**src/logic/stream_defs.svh**
```systemverilog
// Stream subsystem parameters
// FIFO depth and memory/data widths shared by the RTL and the testbench
`ifndef STREAM_DEFS_SVH
`define STREAM_DEFS_SVH

// Number of FIFO entries between memory and consumer
`define STREAM_DEPTH 4

// Weight memory address width (64 words)
`define STREAM_ADDR_W 6

// Width of one weight word
`define STREAM_DATA_W 32

// Occupancy counter width for 0 up to DEPTH inclusive
`define STREAM_USAGE_W $clog2(`STREAM_DEPTH + 1)

`endif

```
**src/logic/stream_pkg.sv**
```systemverilog
// Stream subsystem types
// Packed structs for the memory write, read request and read response
`include "stream_defs.svh"

package stream_pkg;

    // Loader write into the weight memory
    typedef struct packed {
        logic                      we;
        logic [`STREAM_ADDR_W-1:0] waddr;
        logic [`STREAM_DATA_W-1:0] wdata;
    } mem_wr_t;

    // Read request from the reader
    typedef struct packed {
        logic                      ren;
        logic [`STREAM_ADDR_W-1:0] raddr;
    } mem_req_t;

    // Read response, one cycle after the request
    typedef struct packed {
        logic                      rvalid;
        logic [`STREAM_DATA_W-1:0] rdata;
    } mem_rsp_t;

endpackage

```
**src/logic/mem_to_handshake_fifo.sv**
```systemverilog
// Memory to handshake reader
// Wrapping address sweep with an in-flight guard feeding the FIFO
`timescale 1ns/1ns
`include "stream_defs.svh"

module mem_to_handshake_fifo (
    input  logic                       clk_i,
    input  logic                       rst_n_i,
    input  logic                       en_i,
    input  logic                       flush_i,
    input  logic [`STREAM_ADDR_W-1:0]  addr_upper_bound_i,
    output stream_pkg::mem_req_t       mem_req_o,
    input  stream_pkg::mem_rsp_t       mem_rsp_i,
    input  logic [`STREAM_USAGE_W-1:0] fifo_usage_i,
    input  logic                       fifo_empty_i,
    output logic                       fifo_push_o,
    output logic                       fifo_pop_o,
    input  logic                       data_ready_i,
    output logic                       data_valid_o
);

    localparam int USAGE_W = `STREAM_USAGE_W;

    // Room threshold, one bit wider than usage to hold usage plus in-flight
    localparam logic [USAGE_W:0] DEPTH_CMP = (USAGE_W + 1)'(`STREAM_DEPTH);

    // Sweep address and outstanding read marker
    logic [`STREAM_ADDR_W-1:0] raddr_q;
    logic [`STREAM_ADDR_W-1:0] raddr_next;
    logic                      in_flight_q;

    // Slots already claimed in the FIFO
    logic [USAGE_W:0]          committed;
    logic                      has_room;
    logic                      ren;
    logic                      valid;

    assign committed = (USAGE_W + 1)'(fifo_usage_i) + (USAGE_W + 1)'(in_flight_q);
    assign has_room  = (committed < DEPTH_CMP);

    // Issue a read only when the response is sure to fit
    assign ren = en_i & ~flush_i & has_room;

    // Inclusive bound, back to 0 after it
    assign raddr_next = (raddr_q == addr_upper_bound_i) ? '0 : raddr_q + 1'b1;

    always_ff @(posedge clk_i or negedge rst_n_i) begin
        if (!rst_n_i) begin
            raddr_q     <= '0;
            in_flight_q <= 1'b0;
        end else begin
            // ren is low during flush so this also clears the marker
            in_flight_q <= ren;
            if (flush_i) begin
                raddr_q <= '0;
            end else if (ren) begin
                raddr_q <= raddr_next;
            end
        end
    end

    assign mem_req_o.ren   = ren;
    assign mem_req_o.raddr = raddr_q;

    // Responses without a live request are stale and dropped
    assign fifo_push_o = mem_rsp_i.rvalid & in_flight_q;

    // Downstream handshake
    assign valid        = en_i & ~fifo_empty_i;
    assign data_valid_o = valid;
    assign fifo_pop_o   = data_ready_i & valid;

endmodule

```
**src/logic/stream_top.sv**
```systemverilog
// Weight stream top
// Weight SRAM, sweeping reader and output FIFO behind a valid/ready port
`timescale 1ns/1ns
`include "stream_defs.svh"

module stream_top (
    input  logic                       clk_i,
    input  logic                       rst_n_i,
    input  logic                       en_i,
    input  logic                       flush_i,
    input  logic [`STREAM_ADDR_W-1:0]  addr_upper_bound_i,
    // Loader write port, only while en_i is low
    input  stream_pkg::mem_wr_t        mem_wr_i,
    // Downstream handshake
    input  logic                       data_ready_i,
    output logic                       data_valid_o,
    output logic [`STREAM_DATA_W-1:0]  data_o,
    // Debug
    output logic [`STREAM_USAGE_W-1:0] debug_fifo_usage_o
);

    // Reader to memory
    stream_pkg::mem_req_t mem_req;
    // Memory to reader and FIFO
    stream_pkg::mem_rsp_t mem_rsp;

    // FIFO control and status
    logic                       fifo_push;
    logic                       fifo_pop;
    logic                       fifo_empty;
    logic [`STREAM_USAGE_W-1:0] fifo_usage;

    weight_sram sram_i (
        .clk_i   (clk_i),
        .rst_n_i (rst_n_i),
        .wr_i    (mem_wr_i),
        .req_i   (mem_req),
        .rsp_o   (mem_rsp)
    );

    mem_to_handshake_fifo reader_i (
        .clk_i              (clk_i),
        .rst_n_i            (rst_n_i),
        .en_i               (en_i),
        .flush_i            (flush_i),
        .addr_upper_bound_i (addr_upper_bound_i),
        .mem_req_o          (mem_req),
        .mem_rsp_i          (mem_rsp),
        .fifo_usage_i       (fifo_usage),
        .fifo_empty_i       (fifo_empty),
        .fifo_push_o        (fifo_push),
        .fifo_pop_o         (fifo_pop),
        .data_ready_i       (data_ready_i),
        .data_valid_o       (data_valid_o)
    );

    // Read data goes straight into the FIFO
    sync_fifo fifo_i (
        .clk_i   (clk_i),
        .rst_n_i (rst_n_i),
        .flush_i (flush_i),
        .push_i  (fifo_push),
        .data_i  (mem_rsp.rdata),
        .pop_i   (fifo_pop),
        .data_o  (data_o),
        .empty_o (fifo_empty),
        .usage_o (fifo_usage)
    );

    // Occupancy exported for debug
    assign debug_fifo_usage_o = fifo_usage;

endmodule

```
**src/logic/sync_fifo.sv**
```systemverilog
// Synchronous FIFO
// Circular buffer with registered storage, synchronous flush and usage count
`timescale 1ns/1ns
`include "stream_defs.svh"

module sync_fifo (
    input  logic                       clk_i,
    input  logic                       rst_n_i,
    input  logic                       flush_i,
    input  logic                       push_i,
    input  logic [`STREAM_DATA_W-1:0]  data_i,
    input  logic                       pop_i,
    output logic [`STREAM_DATA_W-1:0]  data_o,
    output logic                       empty_o,
    output logic [`STREAM_USAGE_W-1:0] usage_o
);

    localparam int DEPTH   = `STREAM_DEPTH;
    localparam int USAGE_W = `STREAM_USAGE_W;
    localparam int PTR_W   = (DEPTH > 1) ? $clog2(DEPTH) : 1;

    // Count value when every entry holds data
    localparam logic [USAGE_W-1:0] FULL_CNT = USAGE_W'(DEPTH);
    // Index of the last entry, pointers wrap after it
    localparam logic [PTR_W-1:0] LAST_IDX = PTR_W'(DEPTH - 1);

    // Entry storage
    logic [`STREAM_DATA_W-1:0] mem_q [DEPTH];

    // Pointers and occupancy
    logic [PTR_W-1:0]   wr_ptr_q;
    logic [PTR_W-1:0]   rd_ptr_q;
    logic [USAGE_W-1:0] count_q;

    logic full;
    logic empty;
    logic do_push;
    logic do_pop;

    // Pointer advance with wrap at the last entry
    function automatic logic [PTR_W-1:0] next_ptr(input logic [PTR_W-1:0] ptr);
        logic [PTR_W-1:0] nxt;
        nxt = (ptr == LAST_IDX) ? '0 : ptr + 1'b1;
        return nxt;
    endfunction

    assign full  = (count_q == FULL_CNT);
    assign empty = (count_q == '0);

    // Pop only with data present
    assign do_pop  = pop_i & ~empty;
    // Push into a full FIFO only if a pop frees the slot
    assign do_push = push_i & (~full | do_pop);

    // Data storage, written on accepted pushes
    always_ff @(posedge clk_i) begin
        if (do_push && !flush_i) begin
            mem_q[wr_ptr_q] <= data_i;
        end
    end

    // Pointer and count control
    always_ff @(posedge clk_i or negedge rst_n_i) begin
        if (!rst_n_i) begin
            wr_ptr_q <= '0;
            rd_ptr_q <= '0;
            count_q  <= '0;
        end else if (flush_i) begin
            // Flush overrides any push or pop this cycle
            wr_ptr_q <= '0;
            rd_ptr_q <= '0;
            count_q  <= '0;
        end else begin
            if (do_push) begin
                wr_ptr_q <= next_ptr(wr_ptr_q);
            end
            if (do_pop) begin
                rd_ptr_q <= next_ptr(rd_ptr_q);
            end
            // Simultaneous push and pop leave the count alone
            case ({do_push, do_pop})
                2'b10:   count_q <= count_q + 1'b1;
                2'b01:   count_q <= count_q - 1'b1;
                default: count_q <= count_q;
            endcase
        end
    end

    // Head entry straight from storage
    assign data_o  = mem_q[rd_ptr_q];
    assign empty_o = empty;
    assign usage_o = count_q;

endmodule

```
**src/logic/weight_sram.sv**
```systemverilog
// Weight memory
// Single-port synchronous SRAM with a loader write and a one-cycle read
`timescale 1ns/1ns
`include "stream_defs.svh"

module weight_sram (
    input  logic                 clk_i,
    input  logic                 rst_n_i,
    input  stream_pkg::mem_wr_t  wr_i,
    input  stream_pkg::mem_req_t req_i,
    output stream_pkg::mem_rsp_t rsp_o
);

    localparam int WORDS = 1 << `STREAM_ADDR_W;

    // Storage array, contents undefined until loaded
    logic [`STREAM_DATA_W-1:0] mem_q [WORDS];

    // Registered read port
    logic [`STREAM_DATA_W-1:0] rdata_q;
    logic                      rvalid_q;

    // Single port so a write only lands when no read is issued
    logic                      wr_en;

    assign wr_en = wr_i.we & ~req_i.ren;

    // Array write and read data capture
    always_ff @(posedge clk_i) begin
        if (wr_en) begin
            mem_q[wr_i.waddr] <= wr_i.wdata;
        end
        // Read data only updates on a request
        if (req_i.ren) begin
            rdata_q <= mem_q[req_i.raddr];
        end
    end

    // Response valid follows the request by one cycle
    always_ff @(posedge clk_i or negedge rst_n_i) begin
        if (!rst_n_i) begin
            rvalid_q <= 1'b0;
        end else begin
            rvalid_q <= req_i.ren;
        end
    end

    // Response bundle
    assign rsp_o.rvalid = rvalid_q;
    assign rsp_o.rdata  = rdata_q;

endmodule

```
**config.mk**
```make
export PLATFORM = sky130hd
export DESIGN_NAME = stream_top
export DESIGN_NICKNAME = d
export VERILOG_FILES = /design/src/logic/stream_pkg.sv /design/src/logic/mem_to_handshake_fifo.sv /design/src/logic/stream_top.sv /design/src/logic/sync_fifo.sv /design/src/logic/weight_sram.sv
export VERILOG_INCLUDE_DIRS = /design/src /design/src/logic
export SDC_FILE = /design/constraint.sdc
export NUM_CORES = 2
export LEC_CHECK = 0
export BUFFER_PORTS_ARGS = -buffer_cell sky130_fd_sc_hd__buf_2
export CAP_MARGIN = 20
export CELL_PAD_IN_SITES_DETAIL_PLACEMENT = 0
export CELL_PAD_IN_SITES_GLOBAL_PLACEMENT = 1
export CORE_MARGIN = 2
export CORE_UTILIZATION = 40
export DETAILED_ROUTE_END_ITERATION = 12
export PLACE_DENSITY = 0.66
export SYNTH_ARGS = -nofsm -noshare
export SYNTH_HDL_FRONTEND = slang
export SYNTH_HIERARCHICAL = 1
export SYNTH_SLANG_ARGS = --single-unit
```
**constraint.sdc**
```tcl
create_clock -name clk_i -period 7 [get_ports clk_i]
set_input_delay 0.35 -clock clk_i [delete_from_list [all_inputs] [get_ports clk_i]]
set_output_delay 0.35 -clock clk_i [all_outputs]
set_load 0.005 [all_outputs]
```
Yosys cells after proc, flatten, opt, wreduce, memory -nomap -nowiden
Memories as Yosys holds them, arrays and structs flattened. A register that Yosys moved wholly into a read port is not among the register bits.
Index checks and enable logic that the tools add are counted.
Operators by class
  add/sub/neg operators: 6
  $mul: 0
  divide/modulo/power cells: 0
  order comparisons: 1
  equal/unequal tests: 6
  shift-type cells: 0
  multiplexer cells: 15
  bitwise operators: 12
  reductions and logical operators: 7
Operator list (count)
  6-bit two-way mux: 3
  2-bit two-way mux: 6
  1-bit bitwise AND: 7
  6-bit by 1-bit adder with 6-bit output, second input constant: 1
  2-bit == test, second input constant: 3
  6-bit == test: 1
  3-bit case mux with 2 select lines: 1
  2-bit nonzero test: 3
  2-bit by 1-bit adder with 2-bit output, second input constant: 2
  3-bit by 1-bit adder with 4-bit output: 1
  4-bit by 3-bit less-than comparator with 1-bit output, second input constant: 1
  1-bit two-way mux: 4
  1-bit NOT: 4
  3-bit by 1-bit adder with 3-bit output, second input constant: 1
  3-bit == test, second input constant: 1
  3-bit logical NOT: 1
  3-bit two-way mux: 1
  3-bit nonzero test: 1
  3-bit by 1-bit subtractor with 3-bit output, second input constant: 1
  2-bit by 1-bit == test with 1-bit output, second input constant: 1
  1-bit logical AND: 1
  1-bit logical NOT: 1
  1-bit bitwise OR: 1
Storage, ports and cells
  register bits: 14
  bits in latches: 0
  memory bits (writable): 2176
  ROM bits: 0
  bits of input ports: 50
  output and inout bits: 36
  logic and storage cells: 54
  memories kept: 2
Memories
  sram_i.mem_q: depth 64, bits a word 32, read ports 1, clocked after memory_dff 1, wr ports 1, RTL line weight_sram.sv:17  | logic [`STREAM_DATA_W-1:0] mem_q [WORDS];
  fifo_i.mem_q: depth 4, bits a word 32, read ports 1, clocked after memory_dff 0, wr ports 1, RTL line sync_fifo.sv:28  | logic [`STREAM_DATA_W-1:0] mem_q [DEPTH];

Depth between registers and ports, before layout
  depth after elaboration: 10
  mapped depth: 11
  depth with buffers taken out: 9

Modules after synthesis
Netlist, hierarchy kept.
Modules (own cells, without submodules)
  weight_sram: instances 1, cells each 3422, area an instance 78795.6 µm², sequential area each 62484.9 µm²
  sync_fifo: instances 1, cells each 233, area an instance 5191.2 µm², sequential area each 4018.9 µm²
  mem_to_handshake_fifo: instances 1, cells each 49, area an instance 454.2 µm², sequential area each 175.2 µm²

Worst setup path before layout
No wires, ideal clock.
  path type: register -> register
  from: register fifo_i.count_q[0], in the netlist fifo_i/usage_o[0]
  to: memory sram_i/mem_q[29][0] (netlist name) (enable)
  library setup time: 0.421 ns
  data arrival time: 3.122 ns
  data required time: 6.579 ns
  setup slack: 3.457 ns
  cell stages (with the launch flop): 7
  buffers on the path: 1
  period minus slack after synthesis: 3.543 ns
  cell sequence: dfrtp_1 and3_1 nor3_1 buf_4 nor3b_1 nand3_1 nor2_1
Between the ends
  cells in the longest elaborated chain, start to end: 7
RTL lines
  start: declaration: RTL line sync_fifo.sv:33  | logic [USAGE_W-1:0] count_q;
  start signal: assignment: RTL line sync_fifo.sv:82  | 2'b10: count_q <= count_q + 1'b1;
  start signal: assignment: RTL line sync_fifo.sv:83  | 2'b01: count_q <= count_q - 1'b1;
  start signal: assignment: RTL line sync_fifo.sv:84  | default: count_q <= count_q;
  3-bit by 1-bit adder with 4-bit output: RTL line mem_to_handshake_fifo.sv:38  | assign committed = (USAGE_W + 1)'(fifo_usage_i) + (USAGE_W + 1)'(in_flight_q);
  4-bit by 3-bit less-than comparator with 1-bit output: RTL line mem_to_handshake_fifo.sv:39  | assign has_room = (committed < DEPTH_CMP);
  1-bit bitwise AND: RTL line mem_to_handshake_fifo.sv:42  | assign ren = en_i & ~flush_i & has_room;
  via reader_i.ren: RTL line mem_to_handshake_fifo.sv:35  | logic ren;
  1-bit NOT: RTL line weight_sram.sv:26  | assign wr_en = wr_i.we & ~req_i.ren;
  1-bit bitwise AND: RTL line weight_sram.sv:26
  1-bit two-way mux: RTL line weight_sram.sv:30  | if (wr_en) begin
  1-bit two-way mux (not written as such): RTL line weight_sram.sv:31  | mem_q[wr_i.waddr] <= wr_i.wdata;
  end: declaration: RTL line weight_sram.sv:17
The timed path passes the listed nets, and every way through them passes these cells.

==> summary.md <==
| Metric | Value |
|---|---|
| Worst-path fanout max | 57 |
| HP Class | in -> reg |
| Vias in the first global route | 39800 |
| Largest area contributor in the netlist | edfxtp_1 |
| Startpoint types | flop |
| DP HPWL | 130000 µm |
| Cells after synthesis | 3704 |
| Fin util | 45.9% |
| Die X | 463 µm |
| Share of cells above drive strength 1 | 28.2% |
| Post-Synth Adder-Cell Area | 0.113% |
| Met2 GRT Util | 32.0% |
| Worst skew pair latency | 0.86 ns |
| Rel. slew slack | 20.0% |
| FP Rows | 168 |
| Kind of end point of the critical path | flop |
| Post-route clock period utilization | 59.3% |
| Final Hold Slack | 0.103 ns |
| Clock slew seen by the registers of the worst setup and hold paths | 0.06 ns |
| Commonest non-fill, non-tap cell in the layout | edfxtp_1 |
| Post-synthesis cell type count | 57 |
| Ys async rst share | 0.675% |
| Via density | 5.84 |
| Register area share after synthesis | 79.0% |
| DIE AREA | 215000 µm² |
| Post-DR wirelength/cell | 31.9 µm |
| Total negative slack | 0 ns |
| Global-route wire length before repair | 312000 µm |
| CTS Sinks | 2223 |
| Max cap viols | 0 |
| Total power | 27.7 mW |
| Fin area | 96400 µm² |
| Final hold violations | 0 |
| Net Count, Synth | 3761 |
| Netlist Area Pre-Place | 84400 µm² |
| Number of synthesized register bits | 2223 |
| Simple-gate share of the synthesized area | 2.50% |
| Main combinational cell family by area after synthesis | multiplexers |
| Setup repair bufs after CTS | 0 |
| GR met3 Demand/Resource | 3.59% |
| Iter 0 DRT Violations | 5154 |
| Residual DRC | 0 |
| Met1 GRT Util | 29.4% |
| RSZ-0062 raised after global routing | no |
| All-Layer GR Usage | 20.4% |
| Compound-Gate Fraction of Synth Area | 2.19% |
| Root buffer cell | clkbuf_16 |
| Num CTS Buffers | 216 |
| Worst VDD drop | 0.000273 V |
| Total congestion overflow | 0 |
| Gpl congestion | 0.831 |
| Detailed Route WL | 222000 µm |
| Final Net Count | 4005 |
| Ranking of synthesized cells by area | edfxtp_1 79%, mux4_2 14%, a22oi_1 0.53% |
| Post-synth EDFFs | 2208 |
| Largest net degree at the start of global routing | 106 |
| Endpoints failing setup | 0 |
| Final Max Tran Viols | 0 |
| Number of I/O port buffers | 85 |
| Most Used Layer, Global Route | met2 |
| Setup Skew | 0.0407 ns |
| Period minus WS final | 4.15 ns |
| Drt pass-1 iters | 5 |
| Syn_area_per_cell | 22.8 µm² |
| Vias | 40600 |
| Most used DFF post-synth | edfxtp_1 |
| Core Footprint | 210000 µm² |
| Deepest clock path buffer count | 3 |
| Leakage | 28.9 nW |
| Antenna violations before repair | 11 |
| Yosys top cell area share | 78.5% |
| CTS Hold Bufs | 5 |
| Status | finished, final reports clean |
| XOR/XNOR Fraction of Synth Area | 0.0830% |
| Chip Height | 463 µm |
| Post-route ant nets | 0 |
| Crit Path Category | reg -> reg |
| Data required time of the worst path | 7.61 ns |
| Synth-to-layout area growth | 14.1% |
| IO Pins | 86 |
| Warnings, synthesis | 6 |
| Initial Utilization | 40.3% |
| Peak Freq | 0.241 GHz |
| CP arrival | 4.76 ns |
| Cts repair resizes | 0 |
| Mux share of post-synthesis cell area | 14.7% |
| CTS tree | done |
| Worst-Margin Slew | 1.19 ns |
| PD cells | 288 nW/µm² |
| H-tree levels | 4 |
| Post-DP Area | 89300 µm² |
| Most frequent cells in the layout | 2208 x edfxtp_1, 538 x mux4_2, 217 x clkbuf_16 |
## per-layer routing
layer  part of all wire [%]  vias to the layer above
met5                  0.013                        -
met4                    3.0                        4
met3                    8.1                      323
met2                     47                     1908
met1                     41                    22000
li1                       -                    16400
## report_power, final
part	internal, mW	total, mW	switching (mW)
logic	0.644	1.60	0.959
clock network	6.34	11.4	5.02
registers	14.7	14.8	0.0689
total	21.7	27.7	6.05
## worst max-delay path, cell delays in order, from the launching register on
cell,delay (ns)
dfrtp_4,0.90
buf_4,0.50
buf_12,0.47
mux4_2,0.58
a22oi_1,0.45
nand4_1,0.56
and3_1,0.38
## cells in the mapped netlist, types with 4 or more instances
cell,number
a211o_1,9
a211oi_1,13
a21oi_1,11
a22oi_1,60
and2_1,12
and3_1,37
buf_1,19
buf_2,66
buf_4,49
buf_6,14
clkbuf_1,62
dfrtp_1,15
edfxtp_1,2208
ha_1,6
inv_1,7
mux2_2,12
mux2i_1,18
mux4_2,538
nand2_1,107
nand2b_1,8
nand3_1,64
nand3b_1,4
nand4_1,62
nor2_1,79
nor2b_1,20
nor3_1,6
o211ai_1,6
o21ai_0,29
o221ai_1,48
o22ai_1,68
or3_1,7
xnor2_1,6
## cells by family after synthesis
| group | after synthesis |
|---|---|
| AO/OA/AOI/OAI | 259 |
| XOR/XNOR | 8 |
| adder cells (fa/ha/maj) | 7 |
| buffers and inverters | 219 |
| flip-flops | 2223 |
| multiplexers | 568 |
| AND/OR/NAND/NOR | 420 |
## state kept, by name, indices dropped and copies added, names as in the netlist
| name | flops |
|---|---|
| fifo_i/wr_ptr_q | 2 |
| sram_i/rvalid_q | 1 |
| fifo_i/mem_q | 128 |
| sram_i/rdata_q | 32 |
| reader_i/in_flight_q | 1 |
| sram_i/mem_q | 2048 |
| fifo_i/usage_o | 3 |
| reader_i/raddr_q | 6 |
| fifo_i/rd_ptr_q | 2 |
## area by class of cell
cell class / count / area, µm²
fillers: 17400 / 113000
flip-flops and latches: 2223 / 66700
multi-input cells: 1262 / 17100
clock buffers: 272 / 5660
well taps: 2805 / 3510
repair buffers: 237 / 2150
clock inverters: 133 / 1240
inverters: 8 / 30.0
diodes: 3 / 7.51
## per-stage QoR
step	instances	worst slack, ns
floorplan	3704	3.46
global placement	6499	2.77
detailed placement	6524	2.74
CTS	6934	2.75
global route	6940	2.63
finish	6943	2.85
## path summary, 6_finish.rpt
path	from	endpoint	slack, ns	depth (start not counted)
worst max-delay path	reader_i/raddr_q[0]	sram_i/rdata_q[14]	2.85	6
worst min-delay path	addr_upper_bound_i[4]	reader_i/raddr_q[0]	0.10	5
worst max register to register	reader_i/raddr_q[0]	sram_i/rdata_q[14]	2.85	6
worst min register to register	sram_i/rdata_q[22]	fifo_i/mem_q[3][22]	0.54	0
max in group asynchronous	rst_n_i	reader_i/raddr_q[2]	5.67	3
min in group asynchronous	rst_n_i	fifo_i/rd_ptr_q[1]	0.69	3
Note: power is estimated with default switching activity, not from simulation.
